## config.mk

```make
export PLATFORM = sky130hd
export DESIGN_NAME = fetch_top
export DESIGN_NICKNAME = d
export VERILOG_FILES = /design/src/hw/fetch_pkg.sv /design/src/hw/fetch_top.sv /design/src/hw/inst_queue.sv /design/src/hw/branch_predecode.sv /design/src/hw/refill_buffer.sv /design/src/hw/fetch_ctrl.sv
export VERILOG_INCLUDE_DIRS = /design/src /design/src/hw
export SDC_FILE = /design/constraint.sdc
export NUM_CORES = 2
export LEC_CHECK = 0
export BUFFER_PORTS_ARGS = -buffer_cell sky130_fd_sc_hd__buf_4
export CAP_MARGIN = 40
export CORE_UTILIZATION = 55
export DETAILED_ROUTE_END_ITERATION = 6
export HOLD_SLACK_MARGIN = 0.05
export PLACE_DENSITY = 0.72
export REMOVE_ABC_BUFFERS = 1
export SLEW_MARGIN = 20
export SYNTH_ARGS = -nofsm -noshare
export SYNTH_HDL_FRONTEND = slang
export SYNTH_SLANG_ARGS = --single-unit
```

## constraint.sdc

```tcl
create_clock -name clk -period 9.13 [get_ports clk]
set_input_delay 0.913 -clock clk [delete_from_list [all_inputs] [get_ports clk]]
set_output_delay 0.913 -clock clk [all_outputs]
set_load 0.01 [all_outputs]
```

## src/hw/fetch_consts.svh

```systemverilog
`ifndef FETCH_CONSTS_SVH
`define FETCH_CONSTS_SVH

// pc after reset
`define FETCH_RESET_PC    32'haaaaa000

// cache line and burst geometry
`define LINE_BITS         256
`define BEAT_BITS         64
`define BEATS_PER_LINE    4
`define WORDS_PER_LINE    8
`define LINE_OFFSET_BITS  5

// queue depth and counter table index width (64 entries)
`define IQ_DEPTH          16
`define BHT_INDEX_BITS    6

// opcodes recognised by predecode
`define OP_JAL            7'b1101111
`define OP_BRANCH         7'b1100011

`endif
```

## src/hw/fetch_pkg.sv

```systemverilog
package fetch_pkg;

    // one fetched instruction as it sits in the queue
    typedef struct packed {
        logic [31:0] pc;
        logic [31:0] inst;
        logic        pred_taken;
    } fetch_entry_t;

    // B-type field layout
    typedef struct packed {
        logic       imm12;
        logic [5:0] imm10_5;
        logic [4:0] rs2;
        logic [4:0] rs1;
        logic [2:0] funct3;
        logic [3:0] imm4_1;
        logic       imm11;
        logic [6:0] opcode;
    } b_fmt_t;

    // J-type field layout
    typedef struct packed {
        logic       imm20;
        logic [9:0] imm10_1;
        logic       imm11;
        logic [7:0] imm19_12;
        logic [4:0] rd;
        logic [6:0] opcode;
    } j_fmt_t;

    // same word, read as either format
    typedef union packed {
        b_fmt_t b;
        j_fmt_t j;
    } rv_inst_u;

    // branch outcome from the back end
    typedef struct packed {
        logic        valid;
        logic [31:0] pc;
        logic        taken;
    } resolve_t;

    // flush and restart request
    typedef struct packed {
        logic        valid;
        logic [31:0] pc;
    } redirect_t;

endpackage

```

## src/hw/fetch_top.sv

```systemverilog
`include "fetch_consts.svh"

module fetch_top (
    input  logic                    clk,
    input  logic                    rst,
    output logic [31:0]             bmem_addr_o,
    output logic                    bmem_read_o,
    input  logic                    bmem_ready_i,
    input  logic [`BEAT_BITS-1:0]   bmem_rdata_i,
    input  logic                    bmem_rvalid_i,
    input  fetch_pkg::resolve_t     resolve_i,
    input  fetch_pkg::redirect_t    redirect_i,
    output logic                    fetch_valid_o,
    output fetch_pkg::fetch_entry_t fetch_entry_o,
    input  logic                    fetch_deq_i
);

    logic [31:0]             pc;
    logic                    line_hit;
    logic [31:0]             hit_word;
    logic                    line_done;
    logic [31:0]             next_pc;
    logic                    pred_taken;
    logic                    enq;
    fetch_pkg::fetch_entry_t enq_entry;
    logic                    iq_full;

    fetch_ctrl ctrl0 (
        .clk          (clk),
        .rst          (rst),
        .line_hit_i   (line_hit),
        .hit_word_i   (hit_word),
        .line_done_i  (line_done),
        .next_pc_i    (next_pc),
        .pred_taken_i (pred_taken),
        .iq_full_i    (iq_full),
        .bmem_ready_i (bmem_ready_i),
        .redirect_i   (redirect_i),
        .pc_o         (pc),
        .enq_o        (enq),
        .enq_entry_o  (enq_entry),
        .bmem_read_o  (bmem_read_o),
        .bmem_addr_o  (bmem_addr_o)
    );

    refill_buffer rbuf0 (
        .clk           (clk),
        .rst           (rst),
        .pc_i          (pc),
        .bmem_rdata_i  (bmem_rdata_i),
        .bmem_rvalid_i (bmem_rvalid_i),
        .bmem_addr_i   (bmem_addr_o),
        .bmem_read_i   (bmem_read_o),
        .line_hit_o    (line_hit),
        .hit_word_o    (hit_word),
        .line_done_o   (line_done)
    );

    branch_predecode pdec0 (
        .clk          (clk),
        .rst          (rst),
        .pc_i         (pc),
        .inst_i       (hit_word),
        .resolve_i    (resolve_i),
        .next_pc_o    (next_pc),
        .pred_taken_o (pred_taken)
    );

    // redirect empties the queue
    inst_queue iq0 (
        .clk         (clk),
        .rst         (rst),
        .flush_i     (redirect_i.valid),
        .enq_i       (enq),
        .enq_entry_i (enq_entry),
        .deq_i       (fetch_deq_i),
        .full_o      (iq_full),
        .valid_o     (fetch_valid_o),
        .entry_o     (fetch_entry_o)
    );

endmodule

```

## src/hw/inst_queue.sv

```systemverilog
`include "fetch_consts.svh"

module inst_queue (
    input  logic                    clk,
    input  logic                    rst,
    input  logic                    flush_i,
    input  logic                    enq_i,
    input  fetch_pkg::fetch_entry_t enq_entry_i,
    input  logic                    deq_i,
    output logic                    full_o,
    output logic                    valid_o,
    output fetch_pkg::fetch_entry_t entry_o
);

    localparam int PTR_BITS = $clog2(`IQ_DEPTH);

    fetch_pkg::fetch_entry_t mem [`IQ_DEPTH];

    logic [PTR_BITS-1:0] wr_ptr;
    logic [PTR_BITS-1:0] rd_ptr;
    logic [PTR_BITS:0]   count;
    logic                do_enq;
    logic                do_deq;

    assign full_o  = (count == (PTR_BITS + 1)'(`IQ_DEPTH));
    assign valid_o = (count != '0);
    assign entry_o = mem[rd_ptr];

    // pops on an empty queue are dropped
    assign do_enq = enq_i && !full_o;
    assign do_deq = deq_i && valid_o;

    always_ff @(posedge clk) begin
        if (rst || flush_i) begin
            wr_ptr <= '0;
            rd_ptr <= '0;
            count  <= '0;
        end else begin
            if (do_enq) begin
                wr_ptr <= wr_ptr + 1'b1;
            end
            if (do_deq) begin
                rd_ptr <= rd_ptr + 1'b1;
            end
            if (do_enq && !do_deq) begin
                count <= count + 1'b1;
            end else if (do_deq && !do_enq) begin
                count <= count - 1'b1;
            end
        end
    end

    // storage
    always_ff @(posedge clk) begin
        if (do_enq) begin
            mem[wr_ptr] <= enq_entry_i;
        end
    end

    a_count_bound: assert property (
        @(posedge clk) disable iff (rst)
        count <= (PTR_BITS + 1)'(`IQ_DEPTH)
    ) else $error("queue count overflow");

endmodule

```

## src/hw/branch_predecode.sv

```systemverilog
`include "fetch_consts.svh"

module branch_predecode (
    input  logic                 clk,
    input  logic                 rst,
    input  logic [31:0]          pc_i,
    input  logic [31:0]          inst_i,
    input  fetch_pkg::resolve_t  resolve_i,
    output logic [31:0]          next_pc_o,
    output logic                 pred_taken_o
);

    localparam int BHT_ENTRIES = 1 << `BHT_INDEX_BITS;

    fetch_pkg::rv_inst_u inst_u;

    logic [31:0] b_imm;
    logic [31:0] j_imm;
    logic        is_jal;
    logic        is_branch;

    // bimodal table of 2-bit saturating counters
    logic [1:0]                 bht [BHT_ENTRIES];
    logic [`BHT_INDEX_BITS-1:0] rd_idx;
    logic [`BHT_INDEX_BITS-1:0] wr_idx;
    logic [1:0]                 rd_ctr;
    logic [1:0]                 wr_ctr;

    assign inst_u = inst_i;

    // both formats keep the opcode in the low seven bits
    assign is_jal    = (inst_u.j.opcode == `OP_JAL);
    assign is_branch = (inst_u.b.opcode == `OP_BRANCH);

    // B immediate, 13 bits sign extended
    assign b_imm = {{19{inst_u.b.imm12}}, inst_u.b.imm12, inst_u.b.imm11,
                    inst_u.b.imm10_5, inst_u.b.imm4_1, 1'b0};

    // J immediate, 21 bits sign extended
    assign j_imm = {{11{inst_u.j.imm20}}, inst_u.j.imm20, inst_u.j.imm19_12,
                    inst_u.j.imm11, inst_u.j.imm10_1, 1'b0};

    // index skips the word offset
    assign rd_idx = pc_i[`BHT_INDEX_BITS+1:2];
    assign wr_idx = resolve_i.pc[`BHT_INDEX_BITS+1:2];
    assign rd_ctr = bht[rd_idx];
    assign wr_ctr = bht[wr_idx];

    always_comb begin
        next_pc_o    = pc_i + 32'd4;
        pred_taken_o = 1'b0;
        if (is_jal) begin
            next_pc_o    = pc_i + j_imm;
            pred_taken_o = 1'b1;
        end else if (is_branch && rd_ctr[1]) begin
            // weakly or strongly taken
            next_pc_o    = pc_i + b_imm;
            pred_taken_o = 1'b1;
        end
    end

    // training from resolved branches, visible the next cycle
    always_ff @(posedge clk) begin
        if (rst) begin
            for (int i = 0; i < BHT_ENTRIES; i++) begin
                bht[i] <= 2'b01;
            end
        end else if (resolve_i.valid) begin
            if (resolve_i.taken && (wr_ctr != 2'b11)) begin
                bht[wr_idx] <= wr_ctr + 2'b01;
            end else if (!resolve_i.taken && (wr_ctr != 2'b00)) begin
                bht[wr_idx] <= wr_ctr - 2'b01;
            end
        end
    end

endmodule

```

## src/hw/refill_buffer.sv

```systemverilog
`include "fetch_consts.svh"

module refill_buffer (
    input  logic                  clk,
    input  logic                  rst,
    input  logic [31:0]           pc_i,
    input  logic [`BEAT_BITS-1:0] bmem_rdata_i,
    input  logic                  bmem_rvalid_i,
    input  logic [31:0]           bmem_addr_i,
    input  logic                  bmem_read_i,
    output logic                  line_hit_o,
    output logic [31:0]           hit_word_o,
    output logic                  line_done_o
);

    localparam int TAG_BITS      = 32 - `LINE_OFFSET_BITS;
    localparam int BEAT_CNT_BITS = $clog2(`BEATS_PER_LINE);
    localparam int WORD_SEL_BITS = $clog2(`WORDS_PER_LINE);

    // refill in progress
    logic                     pending;
    logic [BEAT_CNT_BITS-1:0] beat_cnt;
    logic [TAG_BITS-1:0]      req_tag;
    logic [`LINE_BITS-1:0]    line_shift;
    logic [`LINE_BITS-1:0]    line_next;

    // line currently served to fetch
    logic                                 held_valid;
    logic [TAG_BITS-1:0]                  held_tag;
    logic [`WORDS_PER_LINE-1:0][31:0]     held_line;
    logic [WORD_SEL_BITS-1:0]             word_sel;

    // beats come in lowest first, so shift in from the top
    assign line_next   = {bmem_rdata_i, line_shift[`LINE_BITS-1:`BEAT_BITS]};
    assign line_done_o = bmem_rvalid_i &&
                         (beat_cnt == BEAT_CNT_BITS'(`BEATS_PER_LINE - 1));

    assign word_sel   = pc_i[`LINE_OFFSET_BITS-1:2];
    assign line_hit_o = held_valid && (held_tag == pc_i[31:`LINE_OFFSET_BITS]);
    assign hit_word_o = held_line[word_sel];

    always_ff @(posedge clk) begin
        if (rst) begin
            pending    <= 1'b0;
            beat_cnt   <= '0;
            held_valid <= 1'b0;
        end else begin
            if (bmem_read_i) begin
                pending <= 1'b1;
            end else if (line_done_o) begin
                pending <= 1'b0;
            end
            if (line_done_o) begin
                beat_cnt   <= '0;
                held_valid <= 1'b1;
            end else if (bmem_rvalid_i) begin
                beat_cnt <= beat_cnt + 1'b1;
            end
        end
    end

    // line data and tags
    always_ff @(posedge clk) begin
        if (bmem_read_i) begin
            req_tag <= bmem_addr_i[31:`LINE_OFFSET_BITS];
        end
        if (bmem_rvalid_i) begin
            line_shift <= line_next;
        end
        if (line_done_o) begin
            held_line <= line_next;
            held_tag  <= req_tag;
        end
    end

    // every beat belongs to an open request, at most four per read
    a_beats_per_request: assert property (
        @(posedge clk) disable iff (rst)
        bmem_rvalid_i |-> pending
    ) else $error("burst beat outside a refill");

endmodule

```

## src/hw/fetch_ctrl.sv

```systemverilog
`include "fetch_consts.svh"

module fetch_ctrl (
    input  logic                    clk,
    input  logic                    rst,
    input  logic                    line_hit_i,
    input  logic [31:0]             hit_word_i,
    input  logic                    line_done_i,
    input  logic [31:0]             next_pc_i,
    input  logic                    pred_taken_i,
    input  logic                    iq_full_i,
    input  logic                    bmem_ready_i,
    input  fetch_pkg::redirect_t    redirect_i,
    output logic [31:0]             pc_o,
    output logic                    enq_o,
    output fetch_pkg::fetch_entry_t enq_entry_o,
    output logic                    bmem_read_o,
    output logic [31:0]             bmem_addr_o
);

    // current fetch address
    logic [31:0] pc_q;

    // set from the read pulse until the line is in the buffer
    logic waiting;

    // cycle-level decisions
    logic hit_enq;
    logic miss_req;

    assign pc_o = pc_q;

    // a redirect takes the cycle while the queue is flushed
    assign hit_enq = line_hit_i && !iq_full_i && !redirect_i.valid;

    // miss only starts a refill when nothing is outstanding and reset is over
    assign miss_req = !rst && !line_hit_i && !waiting && bmem_ready_i && !redirect_i.valid;

    always_comb begin
        enq_entry_o.pc         = pc_q;
        enq_entry_o.inst       = hit_word_i;
        enq_entry_o.pred_taken = pred_taken_i;
    end

    assign enq_o = hit_enq;

    // line aligned request
    assign bmem_read_o = miss_req;
    assign bmem_addr_o = {pc_q[31:`LINE_OFFSET_BITS], {`LINE_OFFSET_BITS{1'b0}}};

    // pc register
    always_ff @(posedge clk) begin
        if (rst) begin
            pc_q <= `FETCH_RESET_PC;
        end else if (redirect_i.valid) begin
            pc_q <= redirect_i.pc;
        end else if (hit_enq) begin
            pc_q <= next_pc_i;
        end
    end

    // fetch / wait-refill state
    // a hit on the held line may still enqueue while a refill is pending
    always_ff @(posedge clk) begin
        if (rst) begin
            waiting <= 1'b0;
        end else if (line_done_i) begin
            waiting <= 1'b0;
        end else if (miss_req) begin
            waiting <= 1'b1;
        end
    end

    // refill completions only arrive for a read this block is waiting on
    a_done_while_waiting: assert property (
        @(posedge clk) disable iff (rst)
        line_done_i |-> waiting
    ) else $error("line_done without an outstanding read");

    // a second read must not go out before the first line lands
    a_no_read_while_waiting: assert property (
        @(posedge clk) disable iff (rst)
        waiting |-> !bmem_read_o
    ) else $error("read pulse while a refill is outstanding");

    // enqueue into a full queue would drop the entry
    a_no_enq_when_full: assert property (
        @(posedge clk) disable iff (rst)
        iq_full_i |-> !enq_o
    ) else $error("enqueue while queue full");

endmodule

```

==> results.cfg <==
[setup_path]
critical_path_peak_fanout = 31
end_kind = flop
cp-start-kind = flop
critical_path_required_ns = 9.82
crit_arrival_ns = 6.24
worstSetupPathType = flop to flop

[synthesis]
cell_area_after_synthesis_um2 = 69760
async_reset_ff_frac = 0
yosysTopAreaCellShare = 0.7188
flops_latches_synth = 1729
largest_cells_by_area_after_synthesis = sky130_fd_sc_hd__edfxtp_1 72%, sky130_fd_sc_hd__mux4_2 14%, sky130_fd_sc_hd__dfxtp_1 1.7%
synth.largest_area_cell = sky130_fd_sc_hd__edfxtp_1
syn_inst = 3606
synth_enable_flop_cells = 1670
yosysUniqueCellTypes = 91
portion_of_the_post_synthesis_area_used_by_sequential_elements = 0.7358
syn_area_per_cell_um2 = 19.35
postSynth.topFlopCell = sky130_fd_sc_hd__edfxtp_1
synth-warning-count = 0

[clock_network]
postCtsResizedCells = 0
postCtsSetupRepairBufs = 0
clock_tree_from_tritoncts = built
clk_pin_slew_worst_paths_ns = 0.06
max-clock-path-buffers = 3
clock_tree.root_cell = sky130_fd_sc_hd__clkbuf_16
cts-hold-fix-buffers = 0
clock_sinks = 1729
cts.htree.levels = 4
cts_inserted_buffers = 168
clkLatencyLatePin_ns = 0.81

[route]
drc = 0
final_antenna_net_count = 0
drt_wl_total_um = 160000
dr_total_vias = 35720
drt-vias-per-instance = 6.313
drt_first_pass_iters = 5
first_iter_violations = 4073
post_dr_wirelength_cell_um = 28.27

[global_routing]
first_pass_grt_wire_length_um = 234800
number_of_global_route_vias_before_repair = 36090
grt.overflow.total = 0
pin_count_of_the_biggest_net_entering_global_routing = 161
antenna_found_initial = 7
grt_usage = 0.2537

[placed_design]
placedCellCount = 5339
place_hpwl_um = 93110
gpl.final_weighted_congestion = 0.9288
port-buffer-count = 203

[timing]
unrepaired_setup_endpoints_after_global_routing = no
finalWorstPathRequiredPeriod_ns = 5.547
max_slew_margin = 0.1877
timing_max_transition_violations_final = 0
layout_worst_path_cycle_share = 0.6076
maxClockFrequency_ghz = 0.1803
worstMarginPinSlew_ns = 1.219
final-setup-viol-count = 0
finalHoldViolCount = 0
fin_hold_ws_ns = 0.3047
timing.clock.skew_ns = 0.04005

[floorplan]
design.core.area_um2 = 125700
floorplan.initialDensity = 0.5549
die-area_um2 = 128300
dieHeight_um = 358.2
core.rowCount = 130
top_level_ports = 235
horizontal_die_dimension_um = 358.2

[pwr]
p_leak_nw = 24.89
power-per-cell-area_nw_per_um2 = 207.7
vdd.ir_drop.worst_mv = 0.2059

[cells_and_area]
instances_no_fill = 5658
area_growth_syn_to_layout_pct = 13.08
layout.nets = 4060
nFillCells = 8538
drive_gt1_frac = 0.2677

[job]
cap_viol_max_count = 0

[status]
outcome = finished clean

[hold_path]
timing.hold.worst.class = primary input to flop
cells in the mapped netlist (6+ instances only):
cell and count:
sky130_fd_sc_hd__nor3_1 31, sky130_fd_sc_hd__edfxtp_1 1670, sky130_fd_sc_hd__o21a_1 7, sky130_fd_sc_hd__a22o_1 6
sky130_fd_sc_hd__a21oi_1 83, sky130_fd_sc_hd__nor2_1 170, sky130_fd_sc_hd__mux2i_1 35, sky130_fd_sc_hd__nand3b_1 8
sky130_fd_sc_hd__nor2b_1 10, sky130_fd_sc_hd__buf_6 7, sky130_fd_sc_hd__o21bai_1 12, sky130_fd_sc_hd__ha_1 54
sky130_fd_sc_hd__nand2_1 157, sky130_fd_sc_hd__xor2_1 42, sky130_fd_sc_hd__mux2_2 30, sky130_fd_sc_hd__or2_2 15
sky130_fd_sc_hd__o21ai_0 114, sky130_fd_sc_hd__nor3b_1 8, sky130_fd_sc_hd__xnor2_1 45, sky130_fd_sc_hd__nand3_1 38
sky130_fd_sc_hd__buf_2 24, sky130_fd_sc_hd__dfxtp_1 59, sky130_fd_sc_hd__a31oi_1 15, sky130_fd_sc_hd__buf_4 42
sky130_fd_sc_hd__and3b_1 8, sky130_fd_sc_hd__nand2b_1 34, sky130_fd_sc_hd__and3_1 13, sky130_fd_sc_hd__inv_1 37
sky130_fd_sc_hd__clkbuf_1 115, sky130_fd_sc_hd__a211oi_1 19, sky130_fd_sc_hd__nor4_1 7, sky130_fd_sc_hd__a22oi_1 7
sky130_fd_sc_hd__o31ai_1 10, sky130_fd_sc_hd__nand4_1 17, sky130_fd_sc_hd__mux4_2 424, sky130_fd_sc_hd__and2_1 13
sky130_fd_sc_hd__or3_1 15, sky130_fd_sc_hd__o211ai_1 7, sky130_fd_sc_hd__a211o_1 6, sky130_fd_sc_hd__a21o_1 23
sky130_fd_sc_hd__a221oi_1 16, sky130_fd_sc_hd__a21boi_0 6, sky130_fd_sc_hd__buf_1 38, sky130_fd_sc_hd__o21ai_1 19
stage by stage:
step | instance area (um^2) | power, mW | setup slack [ns] | TNS, ns | util
6_report | 78890 | 16.39 | 3.583 | 0 | 0.6274
4_1_cts | 78700 | 16.50 | 3.611 | 0 | 0.6260
3_3_place_gp | 73100 | 9.897 | 3.541 | 0 | 0.5814
5_1_grt | 78880 | 16.86 | 3.233 | 0 | 0.6273
3_5_place_dp | 73440 | 9.923 | 3.592 | 0 | 0.5841
2_1_floorplan | 68680 | 9.575 | -3.552 | -230.86 | -
placed cells by master, fill, tap and decap left out, types with 10 or more instances in the layout:
cell | netlist | final
sky130_fd_sc_hd__inv_1 | 37 | 37
sky130_fd_sc_hd__mux2_2 | 30 | 30
sky130_fd_sc_hd__clkinv_1 | 1 | 29
sky130_fd_sc_hd__dfxtp_1 | 59 | 52
sky130_fd_sc_hd__or3_1 | 15 | 15
sky130_fd_sc_hd__ha_1 | 54 | 54
sky130_fd_sc_hd__edfxtp_1 | 1670 | 1670
sky130_fd_sc_hd__nand2b_1 | 34 | 34
sky130_fd_sc_hd__o21ai_1 | 19 | 19
sky130_fd_sc_hd__clkbuf_8 | 0 | 12
sky130_fd_sc_hd__and2_1 | 13 | 12
sky130_fd_sc_hd__clkbuf_16 | 0 | 169
sky130_fd_sc_hd__a211oi_1 | 19 | 19
sky130_fd_sc_hd__a21o_1 | 23 | 23
sky130_fd_sc_hd__or2_2 | 15 | 15
sky130_fd_sc_hd__xor2_1 | 42 | 42
sky130_fd_sc_hd__nor2_4 | 2 | 14
sky130_fd_sc_hd__o31ai_1 | 10 | 10
sky130_fd_sc_hd__mux2i_1 | 35 | 35
sky130_fd_sc_hd__xnor2_1 | 45 | 45
sky130_fd_sc_hd__a221oi_1 | 16 | 16
sky130_fd_sc_hd__and3_1 | 13 | 13
sky130_fd_sc_hd__buf_4 | 42 | 286
sky130_fd_sc_hd__nor2b_1 | 10 | 10
sky130_fd_sc_hd__a31oi_1 | 15 | 15
sky130_fd_sc_hd__buf_12 | 0 | 13
sky130_fd_sc_hd__mux4_2 | 424 | 424
sky130_fd_sc_hd__nand3_1 | 38 | 38
sky130_fd_sc_hd__nor2_1 | 170 | 158
sky130_fd_sc_hd__clkbuf_1 | 115 | 42
sky130_fd_sc_hd__o21bai_1 | 12 | 12
sky130_fd_sc_hd__nand4_1 | 17 | 17
sky130_fd_sc_hd__a21oi_1 | 83 | 82
sky130_fd_sc_hd__o21ai_0 | 114 | 114
sky130_fd_sc_hd__clkinv_2 | 0 | 29
sky130_fd_sc_hd__nand2_1 | 157 | 157
sky130_fd_sc_hd__nor3_1 | 31 | 27
path summary, 6_finish.rpt:
kind	startpoint	end	slack (ns)	depth (start not counted)
max	ctrl0.pc_o[2]$_SDFFE_PP0N_	ctrl0.pc_o[27]$_SDFFE_PP1N_	3.58	15
min	bmem_rdata_i[17]	rbuf0.held_line[209]$_DFFE_PP_	0.30	1
max reg2reg	ctrl0.pc_o[2]$_SDFFE_PP0N_	ctrl0.pc_o[27]$_SDFFE_PP1N_	3.58	15
min reg2reg	rbuf0.line_shift[88]$_DFFE_PP_	rbuf0.held_line[24]$_DFFE_PP_	0.41	0
critical path: stages (launching register included):
cell                       delay (ns)
sky130_fd_sc_hd__dfxtp_4         0.74
sky130_fd_sc_hd__buf_4           0.61
sky130_fd_sc_hd__mux4_2          0.34
sky130_fd_sc_hd__mux2_2          0.38
sky130_fd_sc_hd__ha_1            0.35
sky130_fd_sc_hd__inv_1           0.08
sky130_fd_sc_hd__fa_1            0.39
sky130_fd_sc_hd__nand2b_1        0.18
sky130_fd_sc_hd__a211oi_1        0.33
sky130_fd_sc_hd__o21ai_0         0.27
sky130_fd_sc_hd__and2_1          0.26
sky130_fd_sc_hd__o21ai_0         0.61
sky130_fd_sc_hd__a21oi_1         0.22
sky130_fd_sc_hd__nor3_1          0.21
sky130_fd_sc_hd__a31oi_1         0.06
sky130_fd_sc_hd__a41oi_1         0.32
metal layers:
| metal | global-route usage | vias up | routed length (um) |
|---|---|---|---|
| li1 | - | 15220 | - |
| met5 | 0 | - | 44 |
| met1 | 0.3564 | 18570 | 63860 |
| met3 | 0.04916 | 257 | 13930 |
| met2 | 0.4047 | 1665 | 77930 |
| met4 | 0.08247 | 6 | 4183 |
state kept, by name (all words and copies together) (netlist names), 5 cells and up, named ones only:
signal / flops
rbuf0.line_shift: 192
ctrl0.pc_o: 32
rbuf0.req_tag: 27
pdec0.bht: 128
rbuf0.held_tag: 27
iq0.mem: 1040
iq0.count: 5
rbuf0.held_line: 256
cell type report:
class,instances,area [um^2],area share
diodes,4,10.01,0.0001269
clock buffers,222,4538,0.05753
clock inverters,85,723.2,0.009167
inverters,40,150.1,0.001903
multi-input cells,1614,17320,0.2196
flip-flops and latches,1729,51360,0.6510
well taps,1650,2064,0.02617
repair buffers,314,2724,0.03453
kinds of logic (layout without fill, tap and decap cells):
| kind of cell | Yosys count | in the layout | share of synthesized area |
|---|---|---|---|
| adders and majority gates | 57 | 57 | 0.01055 |
| AOI/OAI and AO/OA | 406 | 406 | 0.03775 |
| other | 1 | 9 | 0.00005375 |
| xor gates and xnor gates | 87 | 87 | 0.01092 |
| buffers and inverters | 267 | 661 | 0.01783 |
| muxes | 489 | 489 | 0.1467 |
| and+or+nand+nor | 570 | 570 | 0.04039 |
| DFF | 1729 | 1729 | 0.7358 |
report_power, final:
group          internal (mW)  switching (mW)  total [mW]
Combinational          0.296           0.552       0.848
Clock                   3.72            2.90        6.62
Sequential              8.86          0.0634        8.92
Total                   12.9            3.52        16.4
No activity file was read; power rests on OpenSTA's default activity.
